$ cat src/hw/saturnBusPkg.sv
package saturnBusPkg;

	localparam int ADDR_W = 25;
	localparam int DATA_W = 32;
	localparam int SEL_W  = 4;

	// Region field of the address, bits 24..21
	typedef enum logic [3:0] {
		RGN_ROM  = 4'h0,
		RGN_RAML = 4'h1,
		RGN_SRAM = 4'h2,
		RGN_REGS = 4'h3,
		RGN_RAMH = 4'h8
	} region_e;

	typedef struct packed {
		region_e     region;
		logic [20:0] offset;
	} memView_t;

	typedef struct packed {
		region_e     region;
		logic [14:0] spare;
		logic [3:0]  index;
		logic [1:0]  byteSel;
	} regView_t;

	// One address word, seen as memory address or register index
	typedef union packed {
		memView_t memView;
		regView_t regView;
	} busAddr_t;

	typedef struct packed {
		logic              cyc;
		logic              stb;
		logic              we;
		logic [SEL_W-1:0]  sel;
		busAddr_t          adr;
		logic [DATA_W-1:0] dat;
	} wbReq_t;

	typedef struct packed {
		logic [DATA_W-1:0] dat;
		logic              ack;
	} wbRsp_t;

	typedef struct packed {
		logic romCsN;
		logic sramCsN;
		logic ramlCsN;
		logic ramhCsN;
	} chipSel_t;

	typedef struct packed {
		logic [ADDR_W-1:0] addr;
		logic [DATA_W-1:0] data;
		logic [SEL_W-1:0]  dqmN;
		logic              rdN;
		chipSel_t          cs;
	} memReq_t;

	// Debug register window
	localparam logic [3:0] REG_CTRL   = 4'd0;
	localparam logic [3:0] REG_HOOK   = 4'd1;
	localparam logic [3:0] REG_STATUS = 4'd2;

endpackage

$ cat src/hw/busRouter.sv
`timescale 1ns/1ps

module busRouter (
	input  logic                   CLK,
	input  logic                   RST_N,
	input  saturnBusPkg::wbReq_t   wbReq,
	output logic                   memStart,
	output saturnBusPkg::chipSel_t memCs,
	output logic                   regStart,
	input  saturnBusPkg::wbRsp_t   memRsp,
	input  saturnBusPkg::wbRsp_t   regRsp,
	output saturnBusPkg::wbRsp_t   wbRsp
);
	import saturnBusPkg::*;

	logic     accOpen;
	logic     start;
	logic     isMem;
	logic     isReg;
	logic     nullAck;
	chipSel_t cs;

	// New access only when nothing is in flight
	assign start = wbReq.cyc && wbReq.stb && !accOpen;

	always_comb begin
		cs = '1;
		isReg = 1'b0;
		case (wbReq.adr.memView.region)
			RGN_ROM: begin
				// ROM writes fall through to the null target
				cs.romCsN = wbReq.we;
			end
			RGN_RAML: begin
				cs.ramlCsN = 1'b0;
			end
			RGN_SRAM: begin
				cs.sramCsN = 1'b0;
			end
			RGN_REGS: begin
				isReg = 1'b1;
			end
			default: begin
				cs.ramhCsN = (wbReq.adr.memView.region < RGN_RAMH);
			end
		endcase
	end

	assign isMem    = !(&cs);
	assign memCs    = cs;
	assign memStart = start && isMem;
	assign regStart = start && isReg;

	always_ff @(posedge CLK or negedge RST_N) begin
		if (!RST_N) begin
			accOpen <= 1'b0;
			nullAck <= 1'b0;
		end else begin
			nullAck <= start && !isMem && !isReg;
			if (wbRsp.ack) begin
				accOpen <= 1'b0;
			end else if (start) begin
				accOpen <= 1'b1;
			end
		end
	end

	// Targets drive zero data unless acking
	always_comb begin
		wbRsp.ack = memRsp.ack | regRsp.ack | nullAck;
		wbRsp.dat = memRsp.dat | regRsp.dat | {DATA_W{nullAck}};
	end

endmodule

$ cat src/hw/memSequencer.sv
`timescale 1ns/1ps

module memSequencer (
	input  logic                            CLK,
	input  logic                            RST_N,
	input  saturnBusPkg::wbReq_t            wbReq,
	input  logic                            memStart,
	input  saturnBusPkg::chipSel_t          memCs,
	input  logic                            pause,
	output saturnBusPkg::memReq_t           memReq,
	input  logic [saturnBusPkg::DATA_W-1:0] memDi,
	input  logic                            memWaitN,
	output saturnBusPkg::wbRsp_t            memRsp
);
	import saturnBusPkg::*;

	typedef enum logic [1:0] {
		ST_IDLE,
		ST_HELD,
		ST_ACTIVE,
		ST_DONE
	} seqState_e;

	seqState_e         state;
	logic [ADDR_W-1:0] addrQ;
	logic [DATA_W-1:0] dataQ;
	logic [SEL_W-1:0]  dqmNQ;
	logic              rdNQ;
	chipSel_t          csQ;
	logic [DATA_W-1:0] rdData;

	always_ff @(posedge CLK or negedge RST_N) begin
		if (!RST_N) begin
			state <= ST_IDLE;
		end else begin
			case (state)
				ST_IDLE: begin
					if (memStart) begin
						state <= pause ? ST_HELD : ST_ACTIVE;
					end
				end
				ST_HELD: begin
					if (!pause) begin
						state <= ST_ACTIVE;
					end
				end
				ST_ACTIVE: begin
					// Wait states stretch this phase
					if (memWaitN) begin
						state <= ST_DONE;
					end
				end
				default: begin
					state <= ST_IDLE;
				end
			endcase
		end
	end

	always_ff @(posedge CLK) begin
		if (memStart) begin
			addrQ <= wbReq.adr;
			dataQ <= wbReq.dat;
			dqmNQ <= wbReq.we ? ~wbReq.sel : '1;
			rdNQ  <= wbReq.we;
			csQ   <= memCs;
		end
		if (state == ST_ACTIVE && memWaitN) begin
			rdData <= memDi;
		end
	end

	// Bus is quiet outside the active phase
	always_comb begin
		memReq = '{addr: '0, data: '0, dqmN: '1, rdN: 1'b1, cs: '1};
		if (state == ST_ACTIVE) begin
			memReq = '{addr: addrQ, data: dataQ, dqmN: dqmNQ, rdN: rdNQ, cs: csQ};
		end
	end

	assign memRsp.ack = (state == ST_DONE);
	assign memRsp.dat = memRsp.ack ? rdData : '0;

endmodule

$ cat src/hw/debugRegs.sv
`timescale 1ns/1ps

module debugRegs #(
	parameter logic [saturnBusPkg::ADDR_W-1:0] HOOK_ADDR_INIT = '0
) (
	input  logic                            CLK,
	input  logic                            RST_N,
	input  saturnBusPkg::wbReq_t            wbReq,
	input  logic                            regStart,
	output saturnBusPkg::wbRsp_t            regRsp,
	input  logic                            dbgPause,
	input  logic                            dbgRun,
	input  logic                            hookHit,
	input  logic [7:0]                      waitCnt,
	output logic                            pause,
	output logic [saturnBusPkg::ADDR_W-1:0] hookAddr,
	output logic                            dbgHook
);
	import saturnBusPkg::*;

	logic              breakFlag;
	logic              brkOnHook;
	logic              hookFlag;
	logic              ackQ;
	logic [3:0]        index;
	logic              wrCtrl;
	logic              wrHook;
	logic [DATA_W-1:0] rdMux;
	logic [DATA_W-1:0] rdData;

	assign index  = wbReq.adr.regView.index;
	assign wrCtrl = regStart && wbReq.we && (index == REG_CTRL);
	assign wrHook = regStart && wbReq.we && (index == REG_HOOK);

	assign pause   = dbgPause | breakFlag;
	assign dbgHook = hookFlag;

	always_comb begin
		rdMux = '0;
		case (index)
			REG_CTRL:   rdMux[1:0] = {brkOnHook, breakFlag};
			REG_HOOK:   rdMux[ADDR_W-1:0] = hookAddr;
			REG_STATUS: rdMux[9:0] = {pause, hookFlag, waitCnt};
			default:    rdMux = '0;
		endcase
	end

	always_ff @(posedge CLK or negedge RST_N) begin
		if (!RST_N) begin
			breakFlag <= 1'b0;
			brkOnHook <= 1'b0;
			hookFlag  <= 1'b0;
			hookAddr  <= HOOK_ADDR_INIT;
			ackQ      <= 1'b0;
		end else begin
			ackQ <= regStart;
			if (dbgRun) begin
				breakFlag <= 1'b0;
			end
			if (wrCtrl) begin
				brkOnHook <= wbReq.dat[1];
				// Writing 0 leaves break alone
				if (wbReq.dat[0]) begin
					breakFlag <= 1'b1;
				end
			end
			if (wrHook) begin
				hookAddr <= wbReq.dat[ADDR_W-1:0];
				hookFlag <= 1'b0;
			end
			if (hookHit) begin
				hookFlag <= 1'b1;
				if (brkOnHook) begin
					breakFlag <= 1'b1;
				end
			end
		end
	end

	always_ff @(posedge CLK) begin
		if (regStart) begin
			rdData <= rdMux;
		end
	end

	assign regRsp.ack = ackQ;
	assign regRsp.dat = ackQ ? rdData : '0;

endmodule

$ cat src/hw/debugMonitor.sv
`timescale 1ns/1ps

module debugMonitor (
	input  logic                            CLK,
	input  logic                            RST_N,
	input  saturnBusPkg::wbReq_t            wbReq,
	input  saturnBusPkg::wbRsp_t            wbRsp,
	input  logic [saturnBusPkg::ADDR_W-1:0] hookAddr,
	output logic                            hookHit,
	output logic [7:0]                      waitCnt
);
	logic ackedRead;
	logic addrMatch;

	assign ackedRead = wbRsp.ack && wbReq.cyc && wbReq.stb && !wbReq.we;
	assign addrMatch = (wbReq.adr == hookAddr);

	// Idle cycles since the last completed access, wraps at 256
	always_ff @(posedge CLK or negedge RST_N) begin
		if (!RST_N) begin
			waitCnt <= 8'd0;
		end else if (wbRsp.ack) begin
			waitCnt <= 8'd0;
		end else begin
			waitCnt <= waitCnt + 8'd1;
		end
	end

	always_ff @(posedge CLK or negedge RST_N) begin
		if (!RST_N) begin
			hookHit <= 1'b0;
		end else begin
			hookHit <= ackedRead && addrMatch;
		end
	end

endmodule

$ cat src/hw/saturnBus.sv
`timescale 1ns/1ps

module saturnBus #(
	parameter logic [saturnBusPkg::ADDR_W-1:0] HOOK_ADDR_INIT = 25'h00012B0
) (
	input  logic                            CLK,
	input  logic                            RST_N,
	input  saturnBusPkg::wbReq_t            wbReq,
	output saturnBusPkg::wbRsp_t            wbRsp,
	output saturnBusPkg::memReq_t           memReq,
	input  logic [saturnBusPkg::DATA_W-1:0] memDi,
	input  logic                            memWaitN,
	input  logic                            dbgPause,
	input  logic                            dbgRun,
	output logic                            dbgHook,
	output logic [7:0]                      dbgWaitCnt
);
	import saturnBusPkg::*;

	logic              memStart;
	logic              regStart;
	chipSel_t          memCs;
	wbRsp_t            memRsp;
	wbRsp_t            regRsp;
	logic              pause;
	logic [ADDR_W-1:0] hookAddr;
	logic              hookHit;

	busRouter busRouter_inst (
		.CLK      (CLK),
		.RST_N    (RST_N),
		.wbReq    (wbReq),
		.memStart (memStart),
		.memCs    (memCs),
		.regStart (regStart),
		.memRsp   (memRsp),
		.regRsp   (regRsp),
		.wbRsp    (wbRsp)
	);

	memSequencer memSequencer_inst (
		.CLK      (CLK),
		.RST_N    (RST_N),
		.wbReq    (wbReq),
		.memStart (memStart),
		.memCs    (memCs),
		.pause    (pause),
		.memReq   (memReq),
		.memDi    (memDi),
		.memWaitN (memWaitN),
		.memRsp   (memRsp)
	);

	debugRegs #(
		.HOOK_ADDR_INIT (HOOK_ADDR_INIT)
	) debugRegs_inst (
		.CLK      (CLK),
		.RST_N    (RST_N),
		.wbReq    (wbReq),
		.regStart (regStart),
		.regRsp   (regRsp),
		.dbgPause (dbgPause),
		.dbgRun   (dbgRun),
		.hookHit  (hookHit),
		.waitCnt  (dbgWaitCnt),
		.pause    (pause),
		.hookAddr (hookAddr),
		.dbgHook  (dbgHook)
	);

	// Watches the merged host response
	debugMonitor debugMonitor_inst (
		.CLK      (CLK),
		.RST_N    (RST_N),
		.wbReq    (wbReq),
		.wbRsp    (wbRsp),
		.hookAddr (hookAddr),
		.hookHit  (hookHit),
		.waitCnt  (dbgWaitCnt)
	);

endmodule

$ cat config.mk
export PLATFORM = sky130hd
export DESIGN_NAME = saturnBus
export DESIGN_NICKNAME = d
export VERILOG_FILES = /design/src/hw/saturnBusPkg.sv /design/src/hw/busRouter.sv /design/src/hw/memSequencer.sv /design/src/hw/debugRegs.sv /design/src/hw/debugMonitor.sv /design/src/hw/saturnBus.sv
export SDC_FILE = /design/constraint.sdc
export NUM_CORES = 1
export LEC_CHECK = 0
export BUFFER_PORTS_ARGS = -buffer_cell sky130_fd_sc_hd__buf_4
export CORE_MARGIN = 2
export CORE_UTILIZATION = 47
export DETAILED_ROUTE_END_ITERATION = 10
export GPL_ROUTABILITY_DRIVEN = 0
export HOLD_SLACK_MARGIN = 0.08
export PLACE_DENSITY = 0.75
export SYNTH_ARGS = -nofsm -noshare
export SYNTH_HDL_FRONTEND = slang
export SYNTH_SLANG_ARGS = --single-unit
$ cat constraint.sdc
create_clock -name CLK -period 2.58 [get_ports CLK]
set_clock_uncertainty 0.2 [all_clocks]
set_input_delay 0 -clock CLK [delete_from_list [all_inputs] [get_ports CLK]]
set_output_delay 0 -clock CLK [all_outputs]
set_load 0.05 [all_outputs]
==> impl_metrics.json <==
{
  "path_cells": "and3b_2 -> nand4_4 -> nor2_8 -> mux2_1 -> dlygate4sd3_1",
  "p_per_area_mw_per_mm2": 937.8,
  "ir_drop_uv": 596.4,
  "setup_viol": 0,
  "ys_warn_count": 0,
  "ys_seq_area_share_pct": 68.35,
  "p_leak_nw": 4.587,
  "max_freq_ghz": 0.4090,
  "crit_family": "simple AND/OR/NAND/NOR gates",
  "fillers": 964,
  "syn_area_per_cell_um2": 15.01,
  "postRouteAntennaNets": 0,
  "cts_tree": "yes",
  "met1_usage_pct": 30.15,
  "hold_class": "input pin to flip-flop",
  "multi_input_area_mm2": 0.002073,
  "finalCriticalPeriod_ps": 2445,
  "finalHoldViolCount": 0,
  "cts_buffer_depth": 2,
  "clk_latency_ps": 420,
  "status": "completed",
  "nets": 888,
  "drv_slew": 0,
  "core_mm2": 0.01448,
  "rsz0062_at_grt": "no",
  "wl_per_cell_um": 19.83,
  "worstSetupPathType": "flip-flop to flip-flop",
  "maxCapViolCount": 0,
  "dieArea_mm2": 0.01578,
  "syn_area_mm2": 0.006950,
  "cp_slowest_cell": "dlygate4sd3_1",
  "synth_area_leader_cell": "edfxtp_1",
  "grt_pass1_vias": 5413,
  "die_w_um": 125.6,
  "io_buffers": 208,
  "cp-end-kind": "flip-flop",
  "hpwlAfterDp_mm": 12.64,
  "routed-via-count": 5157,
  "grt_max_degree": 45,
  "cp_max_fo": 13,
  "placedCellCount": 837,
  "drc": 0,
  "instances_no_fill": 979,
  "rows": 44,
  "drt_iter0_drc": 360,
  "met2_usage_pct": 41.91,
  "overflow": 0,
  "tns_ps": 0,
  "syn_inst": 463,
  "slew_headroom_pct": 57.74,
  "htree_levels": 4,
  "crit_buf_inv": 1,
  "vias_per_cell": 5.268,
  "period_share_pct": 94.76,
  "synth_top_area_share_pct": 53.14,
  "busiest_layer": "met2",
  "clk_pin_slew_ps": 70,
  "die_h_um": 125.6,
  "start_util_pct": 48.00,
  "worstMarginPinSlew_ps": 631.1,
  "synth_seq_cells": 165,
  "gr-usage-met3_pct": 6.418,
  "critPathRequiredTime_ps": 2690,
  "ios": 209,
  "drt_wl_total_mm": 19.41,
  "netlist_top_cells_area": "edfxtp_1 (53%), dfrtp_1 (13%), and2_1 (5.2%)",
  "dr.pass1.iters": 5,
  "cts_made_buffers": 17,
  "slowest_delay_ps": 550,
  "num_antenna_cells": 0,
  "grt_usage_pct": 24.43,
  "start_kind": "flip-flop",
  "antenna_found_initial": 0,
  "grt_first_pass_wirelength_mm": 29.21,
  "regArea_mm2": 0.004751,
  "syn2layout_area_growth_pct": 50.21,
  "synth.distinct_cells": 46,
  "synth_fp_nets": 569,
  "drive_above_1_share_pct": 34.47,
  "numClockSinks": 165,
  "final_util_pct": 72.11,
  "critPathArrivalTime_ps": 2550,
  "clk_root_buffer_cell": "clkbuf_16"
}
cell families after synthesis:
logic type | count (synthesis) | share of synthesized area (%)
fa+ha+maj | 5 | 0.9001
compound gates | 56 | 6.931
buf+inv | 34 | 2.232
simple gates | 144 | 13.09
xor+xnor | 30 | 3.780
mux | 29 | 4.716
flops | 165 | 68.35
cell usage in the layout, fill, tap and decap left out, types with 2 or more instances in the layout:
cell type / instances
and2_1: 57
clkinv_2: 2
mux2_1: 23
mux2i_1: 2
buf_4: 214
nor2_1: 15
nand3_1: 4
bufinv_16: 2
nor2b_1: 2
and3_1: 19
edfxtp_1: 123
nand4_1: 3
xnor2_1: 7
dfstp_2: 5
clkbuf_16: 17
o21ai_0: 2
inv_1: 5
buf_12: 4
a21o_1: 7
nor4_1: 6
a21oi_1: 8
dlygate4sd3_1: 108
clkinvlp_4: 6
dfrtp_1: 37
a22o_1: 9
nor3b_2: 2
inv_6: 4
mux2_2: 3
a221o_1: 26
or3_1: 2
nor3_1: 4
nand2_1: 7
nand2b_1: 11
xor2_1: 23
ha_1: 4
nand3b_1: 2
Yosys cell counts (all sizes together):
master and count:
nand2b 11, o21ai 2, ha 5, nor4 6
inv 6, nor3b 3, a2111o 1, mux2 27
nand2 8, a21o 7, nor2b 2, and2 59
a221o 26, clkbuf 22, nand3 4, or3 2
or4b 1, and3 19, nand3b 2, buf 6
xor2 23, or2 1, o211ai 2, mux2i 2
and3b 1, a21oi 9, a22o 9, dfrtp 37
xnor2 7, edfxtp 123, nor3 5, nand4 4
dfstp 5, nor2 16
registers in the layout, indices dropped and copies added, names as in the netlist:
name / flops
memSequencer_inst.csQ: 4
debugRegs_inst.rdData: 25
busRouter_inst.accOpen: 1
memSequencer_inst.addrQ: 25
memSequencer_inst.rdNQ: 1
debugRegs_inst.brkOnHook: 1
debugMonitor_inst.hookHit: 1
debugMonitor_inst.waitCnt: 8
debugRegs_inst.dbgHook: 1
memSequencer_inst.state: 2
busRouter_inst.nullAck: 1
debugRegs_inst.ackQ: 1
debugRegs_inst.hookAddr: 25
memSequencer_inst.dqmNQ: 4
debugRegs_inst.breakFlag: 1
memSequencer_inst.rdData: 32
memSequencer_inst.dataQ: 32
report_power, final:
part | total, mW | switching, mW | leakage [nW] | internal [mW]
clock | 2.47 | 1.04 | 0.270 | 1.43
combinational | 4.06 | 2.74 | 2.61 | 1.32
sequential | 3.26 | 0.134 | 1.71 | 3.13
total | 9.79 | 3.91 | 4.59 | 5.88
stage by stage:
step	hold slack (ps)	power, mW	setup WS (ps)	area (um2)
2_1_floorplan	-495.6	5.918	188.9	6955
4_1_cts	81.12	9.795	20.30	10410
3_3_place_gp	-166.7	7.097	441.7	8730
5_1_grt	88.66	10.12	33.12	10440
3_5_place_dp	-164.9	7.174	339.1	8730
6_report	96.16	9.791	135.2	10440
layout make-up:
cell class	instances	area share (%)
sequential	165	45.51
timing repair buffer	327	26.62
multi-input combinational	265	19.86
clock buffer	17	4.075
tap	184	2.205
clock inverter	15	1.486
inverter	6	0.2517
routing by layer:
layer	wire length (um)	vias to the layer above	part of all wire (%)
met1	7848	2550	40
met2	9955	228	51
li1	-	2352	-
met4	413	0	2.1
met3	1196	27	6.2
met5	0	-	0
path summary, 6_finish.rpt:
| kind | slack, ps | from | cells after the start | to |
|---|---|---|---|---|
| worst max-delay path | 140 | busRouter_inst.accOpen | 5 | debugRegs_inst.hookAddr[20] |
| worst min-delay path | 100 | memDi[6] | 2 | memSequencer_inst.rdData[6] |
| worst max register to register | 140 | busRouter_inst.accOpen | 5 | debugRegs_inst.hookAddr[20] |
| worst min register to register | 280 | busRouter_inst.accOpen | 1 | busRouter_inst.nullAck |
| max in group asynchronous | 1420 | RST_N | 4 | debugMonitor_inst.waitCnt[7] |
| min in group asynchronous | 520 | RST_N | 3 | debugRegs_inst.hookAddr[9] |
timing repair:
action | in CTS | in global routing
setup endpoints to repair | 0 | 41
hold buffers | 109 | 0
setup buffers | 0 | 0
gates resized for setup | 0 | 4
hold endpoints to repair | 211 | 0
(Power assumes the default switching activity.)
